--- src/aes_pkg.sv ---
// Shared AES-128 types, constants and field helpers, imported by every core module
`default_nettype none

package aes_pkg;

	typedef logic [7:0]   byte_t;
	typedef logic [31:0]  word_t;
	typedef logic [127:0] block_t;   // Byte 0 sits in bits 127:120
	typedef logic [3:0]   round_t;

	localparam int NUM_ROUNDS  = 10;
	localparam int BLOCK_BYTES = 16;
	localparam int WORD_BYTES  = 4;

	localparam byte_t GF_REDUCE = 8'h1b;   // x^8 = x^4 + x^3 + x + 1
	localparam byte_t RCON_INIT = 8'h01;

	typedef struct packed {
		block_t key;
		block_t plaintext;
	} aes_req_t;

	typedef struct packed {
		logic load;   // Initial whitening cycle
		logic step;   // One of the ten round cycles
		logic last;   // Final round without MixColumns
	} round_ctl_t;

	// Multiply by x in GF(2^8)
	function automatic byte_t xtime(input byte_t b);
		return {b[6:0], 1'b0} ^ (b[7] ? GF_REDUCE : 8'h00);
	endfunction

endpackage

`default_nettype wire

--- src/aes_round_ctrl.sv ---
// Round sequencer that accepts start, drives load, step and last, and pulses done
`timescale 1ns/10ps
`default_nettype none

module aes_round_ctrl (
	input  logic                 CLK,
	input  logic                 RESET,
	input  logic                 start,
	output aes_pkg::round_ctl_t  ctl,
	output logic                 busy,
	output logic                 done
);
	import aes_pkg::*;

	round_t round;     // Round applied on the coming edge
	logic   last_q;
	logic   accept;

	assign accept = start & ~busy;   // Starts while busy are dropped

	// Load acts on the same edge that samples start
	assign ctl.load = accept;
	assign ctl.step = busy;
	assign ctl.last = last_q;

	always_ff @(posedge CLK or posedge RESET)
	begin
		if (RESET)
		begin
			busy   <= 1'b0;
			last_q <= 1'b0;
			done   <= 1'b0;
			round  <= '0;
		end
		else
		begin
			done <= busy & last_q;   // One cycle after the final round edge
			if (accept)
			begin
				busy   <= 1'b1;
				round  <= round_t'(1);
				last_q <= 1'b0;
			end
			else if (busy)
			begin
				if (last_q)
				begin
					busy   <= 1'b0;
					last_q <= 1'b0;
				end
				else
				begin
					round  <= round_t'(round + 1'b1);
					last_q <= (round == round_t'(NUM_ROUNDS - 1));
				end
			end
		end
	end

endmodule

`default_nettype wire

--- config.mk ---
export PLATFORM = sky130hd
export DESIGN_NAME = aes_round_ctrl
export DESIGN_NICKNAME = d
export VERILOG_FILES = /design/src/aes_pkg.sv /design/src/aes_round_ctrl.sv
export SDC_FILE = /design/constraint.sdc
export NUM_CORES = 1
export LEC_CHECK = 0
export ABC_AREA = 1
export BUFFER_PORTS_ARGS = -buffer_cell sky130_fd_sc_hd__buf_2
export CAP_MARGIN = 40
export CORE_AREA = 2 2 39 41
export DETAILED_ROUTE_END_ITERATION = 12
export DIE_AREA = 0 0 41 43
export RECOVER_POWER = 50
export SYNTH_ARGS = -nofsm -noshare
export SYNTH_HDL_FRONTEND = slang
export SYNTH_SLANG_ARGS = --single-unit
--- constraint.sdc ---
create_clock -name CLK -period 1.15 [get_ports CLK]
set_clock_uncertainty 0.2 [all_clocks]
set_input_delay 0.2875 -clock CLK [delete_from_list [all_inputs] [get_ports CLK]]
set_output_delay 0.2875 -clock CLK [all_outputs]
set_load 0.02 [all_outputs]
==> run summary <==
Mapped Nets = 44
met2 wire len = 361 um
Crit Path Class = register to output port
WL met3 = 36 um
mapped cell area = 357 sq um
Clk Latency, worst-skew pair = 0.26 ns
mux contribution to synthesized area = 0%
status = finished, violations left
RSZ-0062 raised after global routing = yes
RePlAce Congestion = 0.705
max incr delay on CP = 0.41 ns
min-delay src = start
CP required = 0.66 ns
Seq/Total Area, Yosys = 49.1%
Cell Area, Placed = 438 sq um
crit path cell chain = inv_2 -> nand2_4 -> inv_2 -> buf_6
grt ovf = 0
drt first pass iters = 1
WL final = 752 um
critical-path maximum fanout = 3
Total GRT Usage = 11.4%
largest family of logic cells by synthesized area = simple AND/OR/NAND/NOR gates
largest net degree at the start of global routing = 8
Worst EP arrival = 0.95 ns
fin. max-slew vios = 0
most used cell, CP = inv_2
nature of the critical path endpoint = output port
Final setup violation count = 10
share of layout cells above drive strength 1 = 60.3%
DR vias/cell = 4.35
fraction of synthesized cell area in xor and xnor cells = 0%
Hold Path Sink = last_q
cts bufs inserted = 3
clock sink total = 7
die height = 43 um
final worst path period need = 1.43 ns
Clk pin slew, worst setup/hold paths = 0.06 ns
wire length on met1 = 329 um
Slew headroom = 80.4%
TritonCTS clock tree = done
Reg-to-Reg Start = busy
Rows = 14
Vias = 322
cell leakage power = 0.000307 uW
Die X = 41 um
Core ar. = 1380 sq um
Final Hold Fails = 0
max layer used = met4
setup TNS = -1.36 ns
Avg WL per Cell = 10.2 um
Ys Warns = 0
Avg Cell Area, Syn = 9.14 sq um
worst r2r dst = round[2]
antenna cells = 0
R2R cell count = 5
global-route wire length before repair = 1.28 mm
number of antenna violations at the first check in global routing = 0
I/O pin count = 8
Synth Area in Compound Gates = 6.67%
ANT nets after route = 0
Slew @ Worst Pin = 0.294 ns
# fillers = 136
worst hold path type = input port to register
die footprint = 1760 sq um
number of global-route vias before repair = 335
worst setup margin = -0.284 ns
Power Dens Cells = 2590 nW/um^2
Critical Path Slowest Stage Cell = dfrtp_2
Reg2Reg Setup Slack = -0.09 ns
critical path launch point type = register
Worst path top cell family by delay = flip-flops
post-DP HPWL = 529 um
Post-Synth Simple-Gate Area = 23.5%
Residual DRC = 0
# port buffers = 7
Synth cell types = 15
fmax = 0.697 GHz
worst IR drop on VDD = 0.871 mV
CTS max path bufs = 2
adder-cell share of the synthesized area = 7.02%
Root Driver = clkbuf_4
starting density of the core = 25.8%
Syn Inst Count = 39
area delta synth->final = 64.2%
#FFs+latches synth = 7
worst path buffer plus inverter count = 3
initial drt markers = 0
fin nets = 64
cell area after layout = 586 sq um
Hold Path Stages = 2
H-tree depth = 1
failing checks = setup timing
Max-cap violations = 0
period utilization = 125%
## what timing repair did
| action | CTS | global route |
|---|---|---|
| cloned | 0 | 0 |
| resized for setup | 20 | 4 |
| setup buffers | 4 | 0 |
| pin swaps | 3 | 2 |
| endpoints found under the hold margin | 7 | 0 |
| setup endpoints to repair | 9 | 10 |
| hold buffers | 1 | 0 |
## placed cells by master, fill, tap and decap left out, drive strengths merged
master / instances
buf: 17
clkbuf: 4
o31ai: 1
dlygate4sd3: 1
nand2: 7
nor2: 5
inv: 7
dfrtp: 7
a21oi: 2
nand3: 2
ha: 2
nand4: 1
o22ai: 1
nor3b: 1
## cells by family after synthesis
group / count (synthesis)
AOI/OAI and AO/OA: 4
adders and majority gates: 2
buffers and inverters: 10
DFF: 7
and+or+nand+nor: 16
## layout make-up
class | instances | area (sq um) | share of cell area [%]
flip-flops and latches | 7 | 176 | 30.1
multi-input cells | 22 | 173 | 29.5
repair buffers | 18 | 159 | 27.1
inverters | 7 | 31.3 | 5.34
clock buffers | 4 | 26.3 | 4.49
well taps | 16 | 20.0 | 3.42
## cells in the mapped netlist
cell type	instances	share of area, %
o22ai_1	1	1.8
a21oi_1	2	2.8
inv_2	1	1.1
dfrtp_1	7	49
nand4_1	1	1.8
inv_1	6	6.3
o31ai_1	1	2.1
buf_4	3	6.3
nor2_1	5	5.3
nand3_1	1	1.4
nand3_2	1	2.8
nor3b_2	1	3.5
nand2_2	2	3.5
ha_1	2	7.0
nand2_1	5	5.3
## sequential cells by signal, summed over array words and instances, names as in the netlist
| name | cells |
|---|---|
| busy | 1 |
| done | 1 |
| last_q | 1 |
| round | 4 |
## through the flow
stage / setup WS [ns] / power, uW / std cells / hold WS (ns) / util [%]
2_1_floorplan: -0.113 / 836 / 39 / -0.109 / -
5_1_grt: -0.320 / 1640 / 74 / 0.0680 / 42.3
3_3_place_gp: -0.0674 / 996 / 65 / 0.0288 / 31.6
6_report: -0.284 / 1520 / 74 / 0.0585 / 42.3
3_5_place_dp: -0.0781 / 1010 / 65 / 0.0366 / 31.6
4_1_cts: -0.302 / 1490 / 74 / 0.0504 / 41.5
## worst reg2reg max path: stages, from the launching register on
cell	delay, ns
dfrtp_2	0.41
buf_4	0.15
buf_4	0.13
nand3_2	0.07
nand2_1	0.04
nor3b_2	0.14
## report_power, final
part           internal (uW)  total, uW  switching, uW  leakage [uW]
Clock                    133        233            100     0.0000150
Sequential               353        440           86.6     0.0000850
Combinational            441        847            406      0.000207
Total                    927       1520            593      0.000307
## layer usage
metal,up-vias,track usage [%]
li1,161,-
met1,149,12.3
met2,8,16.9
met3,4,3.14
met4,0,10.0
met5,-,0
## how the worst max path moves through the flow
stage               start  endpoint  slack (ns)  cells past startpoint
finish               busy    ctl[2]       -0.28                      4
global route         busy    ctl[2]       -0.32                      4
CTS                  busy    ctl[2]       -0.30                      4
detailed placement   busy    ctl[2]       -0.08                      4
global placement     busy    ctl[2]       -0.07                      4
floorplan            busy    ctl[2]       -0.11                      4
No activity file was read; power rests on OpenSTA's default activity.
