[config.mk]
export PLATFORM = sky130hd
export DESIGN_NAME = aes_key_schedule
export DESIGN_NICKNAME = d
export VERILOG_FILES = /design/src/aes_pkg.sv /design/src/aes_key_schedule.sv /design/src/aes_sbox.sv /design/src/aes_sub_bytes.sv
export SDC_FILE = /design/constraint.sdc
export NUM_CORES = 2
export LEC_CHECK = 0
export BUFFER_PORTS_ARGS = -buffer_cell sky130_fd_sc_hd__buf_2
export CORE_ASPECT_RATIO = 1.1
export CORE_MARGIN = 2
export CORE_UTILIZATION = 40
export DETAILED_ROUTE_END_ITERATION = 12
export GPL_ROUTABILITY_DRIVEN = 0
export GPL_TIMING_DRIVEN = 1
export PLACE_DENSITY = 0.66
export SYNTH_ARGS = -nofsm -noshare
export SYNTH_HDL_FRONTEND = slang
export SYNTH_HIERARCHICAL = 1
export SYNTH_SLANG_ARGS = --single-unit
[constraint.sdc]
create_clock -name CLK -period 31.1 [get_ports CLK]
set_clock_uncertainty 0.2 [all_clocks]
set_input_delay 9.33 -clock CLK [delete_from_list [all_inputs] [get_ports CLK]]
set_output_delay 9.33 -clock CLK [all_outputs]
set_load 0.05 [all_outputs]
[src/aes_pkg.sv]
// Shared AES-128 types, constants and field helpers, imported by every core module
`default_nettype none

package aes_pkg;

	typedef logic [7:0]   byte_t;
	typedef logic [31:0]  word_t;
	typedef logic [127:0] block_t;   // Byte 0 sits in bits 127:120
	typedef logic [3:0]   round_t;

	localparam int NUM_ROUNDS  = 10;
	localparam int BLOCK_BYTES = 16;
	localparam int WORD_BYTES  = 4;

	localparam byte_t GF_REDUCE = 8'h1b;   // x^8 = x^4 + x^3 + x + 1
	localparam byte_t RCON_INIT = 8'h01;

	typedef struct packed {
		block_t key;
		block_t plaintext;
	} aes_req_t;

	typedef struct packed {
		logic load;   // Initial whitening cycle
		logic step;   // One of the ten round cycles
		logic last;   // Final round without MixColumns
	} round_ctl_t;

	// Multiply by x in GF(2^8)
	function automatic byte_t xtime(input byte_t b);
		return {b[6:0], 1'b0} ^ (b[7] ? GF_REDUCE : 8'h00);
	endfunction

endpackage

`default_nettype wire

[src/aes_key_schedule.sv]
// On-the-fly AES-128 key expansion, one round key per step of the round controller
`timescale 1ns/10ps
`default_nettype none

module aes_key_schedule (
	input  logic                 CLK,
	input  logic                 RESET,
	input  aes_pkg::round_ctl_t  ctl,
	input  aes_pkg::block_t      key,
	output aes_pkg::block_t      round_key
);
	import aes_pkg::*;

	block_t key_q;    // Key of the round just applied
	byte_t  rcon_q;   // Constant for the next expansion
	word_t  w0;
	word_t  w1;
	word_t  w2;
	word_t  w3;
	word_t  rot_w;
	word_t  sub_w;
	word_t  g_w;
	block_t next_key;

	assign {w0, w1, w2, w3} = key_q;

	// g function on the last word
	assign rot_w = {w3[23:0], w3[31:24]};

	aes_sub_bytes #(
		.NUM_BYTES (WORD_BYTES)
	) u_sub_word (
		.din  (rot_w),
		.dout (sub_w)
	);

	assign g_w = sub_w ^ {rcon_q, 24'h000000};

	// XOR chain across the words
	always_comb
	begin
		next_key[127:96] = w0 ^ g_w;
		next_key[95:64]  = w1 ^ next_key[127:96];
		next_key[63:32]  = w2 ^ next_key[95:64];
		next_key[31:0]   = w3 ^ next_key[63:32];
	end

	assign round_key = ctl.load ? key : next_key;   // Cipher key for whitening

	always_ff @(posedge CLK or posedge RESET)
	begin
		if (RESET)
		begin
			key_q  <= '0;
			rcon_q <= '0;
		end
		else if (ctl.load)
		begin
			key_q  <= key;
			rcon_q <= RCON_INIT;
		end
		else if (ctl.step)
		begin
			key_q  <= next_key;
			rcon_q <= xtime(rcon_q);
		end
	end

endmodule

`default_nettype wire

[src/aes_sbox.sv]
// Single AES S-box byte computed as a field inverse plus affine map, used by aes_sub_bytes
`timescale 1ns/10ps
`default_nettype none

module aes_sbox (
	input  aes_pkg::byte_t din,
	output aes_pkg::byte_t dout
);
	import aes_pkg::*;

	localparam byte_t AFFINE_C = 8'h63;

	// Shift and add multiply with reduction by the field polynomial
	function automatic byte_t gf_mul(input byte_t a, input byte_t b);
		byte_t p;
		byte_t x;
		p = 8'h00;
		x = a;
		for (int i = 0; i < 8; i++)
		begin
			if (b[i])
				p = p ^ x;
			x = {x[6:0], 1'b0} ^ (x[7] ? GF_REDUCE : 8'h00);
		end
		return p;
	endfunction

	byte_t inv;
	byte_t sq;

	// Inverse as din^254, the product of din^2 up to din^128
	always_comb
	begin
		sq  = din;
		inv = 8'h01;
		for (int k = 1; k < 8; k++)
		begin
			sq  = gf_mul(sq, sq);   // din^(2^k)
			inv = gf_mul(inv, sq);
		end
	end

	// Affine transform written as XOR of left rotations
	assign dout = inv
		^ {inv[6:0], inv[7]}
		^ {inv[5:0], inv[7:6]}
		^ {inv[4:0], inv[7:5]}
		^ {inv[3:0], inv[7:4]}
		^ AFFINE_C;

endmodule

`default_nettype wire

[src/aes_sub_bytes.sv]
// SubBytes layer of NUM_BYTES independent S-boxes, sized by the instantiating module
`timescale 1ns/10ps
`default_nettype none

module aes_sub_bytes #(
	parameter int NUM_BYTES = 16
) (
	input  aes_pkg::byte_t [NUM_BYTES-1:0] din,
	output aes_pkg::byte_t [NUM_BYTES-1:0] dout
);

	genvar i;
	generate
		for (i = 0; i < NUM_BYTES; i++)
		begin : g_sbox
			aes_sbox u_sbox (
				.din  (din[i]),
				.dout (dout[i])
			);
		end
	endgenerate

endmodule

`default_nettype wire

==> qor.yml <==
status:
  status: "completed"
cts:
  cts_hold_buf: 0
  worstSkewPairLatency_ps: 480
  clk_pin_slew_worst_paths_ps: 60
  ctsResizeCount: 0
  cts_tree: "done"
  clockRootBuffer: "clkbuf_16"
  h-tree-depth: 4
  cts_buffers: 17
  ctsLongestPathBuffers: 2
  cts_sinks: 136
  post_cts_buffers: 0
setup_path:
  start_kind: "register"
  slowest_stage: "xnor3_1"
  cp_common_cell: "xnor3_1"
  critPathMaxFanout: 26
  r2r_start: "key_q[31]"
  worstPathArrival_ps: 19940
  crit_buf_inv: 6
  end_kind: "primary output"
  critPathKind: "reg2out"
  max_stage_delay_ps: 910
  r2r-end: "key_q[0]"
  r2r_slack_ps: 11740
  rr_worst_depth: 54
  worstPathRequired_ps: 21570
  path_delay_family: "XOR/XNOR gates"
floorplan:
  fp.dieArea_um2: 180000
  core.rowCount: 161
  ios: 261
  fp.dieH_um: 445
  die_x_um: 405
  core_um2: 175000
  start_util_pct: 40.4
drt:
  drt_wl_total_mm: 203
  drt-initial-drc-count: 5711
  dr.pass1.iters: 10
  wire_per_inst_um: 18.3
  via_per_inst: 5.78
  drc_errors: 0
  postRouteAntennaNets: 0
  vias: 63992
global_route:
  overflow: 0
  grt_pass1_vias: 61383
  gr-usage-all-layers_pct: 21.6
  grt_max_degree: 86
  grt_first_pass_wirelength_mm: 329
  antenna_found_initial: 2
worst_hold_path:
  worstHoldStart: "rcon_q[6]"
  hold_depth: 2
  holdPathEnd: "rcon_q[7]"
  hold_path_class: "reg2reg"
timing:
  period_share_pct: 94.8
  max_slew_margin_pct: 15.7
  final_hold_viol_count: 0
  fin_crit_ps: 29470
  timing.setup.tns_ps: 0
  tightest_slew_ps: 1260
  max_freq_ghz: 0.0339
  setup_violations: 0
  drv_slew: 0
  rsz0062_at_grt: "false"
final_layout:
  final_layout_size_suffix_gt1_share_pct: 14.1
  stdcell_count: 11072
  area_growth_syn_to_layout_pct: 5.86
  final_util_pct: 42.7
  final_area_um2: 74900
  diodes: 0
  nNetsFinal: 8939
place:
  place_inst: 11041
  dpl-instance-area_um2: 74200
  numPortBuffers: 259
  hpwl_mm: 147
synthesis:
  avgSynthCellArea_um2: 7.98
  ys_ff_latch: 136
  async_reset_ff_share_pct: 100
  synth_edf_count: 0
  ys_top_cells_by_count: "xnor2_1, nor2_1, nand2_1"
  yosysUniqueCellTypes: 114
  netlist_instances: 8858
  netlist_area_um2: 70700
  synth_top_area_cell: "xnor2_1"
  ys.flop_type: "dfrtp_1"
  synthesis.nets: 9019
  yosysSeqAreaShare_pct: 4.81
  yosysMostFrequentCell: "xnor2_1"
  yosysWarnings: 6
  synth_top_area_share_pct: 18.9
  yosys-top-cells-area: "xnor2_1, xnor3_1, nor2_1, xor2_1, nand2_1"
flow_run:
  maxCapViolCount: 0
## registers in the layout, indices dropped and copies added (netlist names)
register  flops
key_q       128
rcon_q        8
## tightest hold or removal path: cells and delay by family, from the launching register on
family,cells,cell delay [ps]
flops,1,380
simple gates,1,80
mux,1,80
## layout make-up
type	count	area (um^2)
fill	17386	100000
multi-input combinational	8012	64400
sequential	136	3400
timing repair buffer	500	3110
tap	2282	2860
clock buffer	18	439
inverter	111	427
clock inverter	13	193
## kinds of logic (layout without fill, tap and decap cells)
kind of cell             count (synthesis)  after routing  share of synthesized area [%]
multiplexers                           361            361                           5.46
adder cells (fa/ha/maj)                 32             32                          0.552
buffers and inverters                  710            642                           4.69
AO/OA/AOI/OAI                         1631           1631                           15.8
flip-flops                             136            136                           4.81
AND/OR/NAND/NOR                       3235           3235                           20.7
XOR/XNOR                              2753           2753                           48.0
## how the worst max path moves through the flow
stage	from	end	slack, ps	depth (start not counted)
floorplan	key_q[15]	round_key[16]	5430	60
global placement	key_q[15]	round_key[21]	2310	56
detailed placement	key_q[15]	round_key[21]	2090	56
CTS	key_q[15]	round_key[21]	1490	56
global route	key_q[15]	round_key[16]	230	56
finish	key_q[15]	round_key[16]	1630	56
## cells in the final DEF (no fill, tap or decap), types with 52 or more instances in the layout
cell | netlist | layout
a211o_1 | 52 | 52
a211oi_1 | 63 | 63
a21oi_1 | 336 | 336
a22oi_1 | 68 | 68
a31oi_1 | 72 | 72
and2_1 | 52 | 52
buf_2 | 130 | 257
buf_4 | 48 | 242
dfrtp_1 | 136 | 136
inv_1 | 73 | 72
mux2_2 | 112 | 112
mux2i_1 | 237 | 237
nand2_1 | 992 | 992
nand2b_1 | 96 | 96
nand3_1 | 208 | 208
nand4_1 | 80 | 80
nor2_1 | 1188 | 1184
nor2b_1 | 79 | 79
nor3_1 | 208 | 208
o21ai_0 | 304 | 303
o21ai_1 | 80 | 80
o22ai_1 | 108 | 108
or3_1 | 60 | 60
xnor2_1 | 1525 | 1477
xnor2_2 | 184 | 232
xnor3_1 | 356 | 356
xnor3_2 | 52 | 52
xor2_1 | 444 | 436
xor2_2 | 48 | 56
xor3_1 | 76 | 76
## per-layer routing
layer  track usage (%)  share of wire [%]
met1              29.4                 44
met2              37.0                 48
met3              1.45                5.4
met4              5.44                2.0
met5                 0                  0
## stage by stage
stage / hold WS (ps) / worst slack (ps)
finish: 378 / 1630
global route: 420 / 233
CTS: 380 / 1490
detailed placement: 365 / 2090
global placement: 357 / 2310
floorplan: 310 / 5430
Power is left out: the tool's default activity adds up to more than one toggle a clock period on the data nets, which glitch-free logic cannot reach.
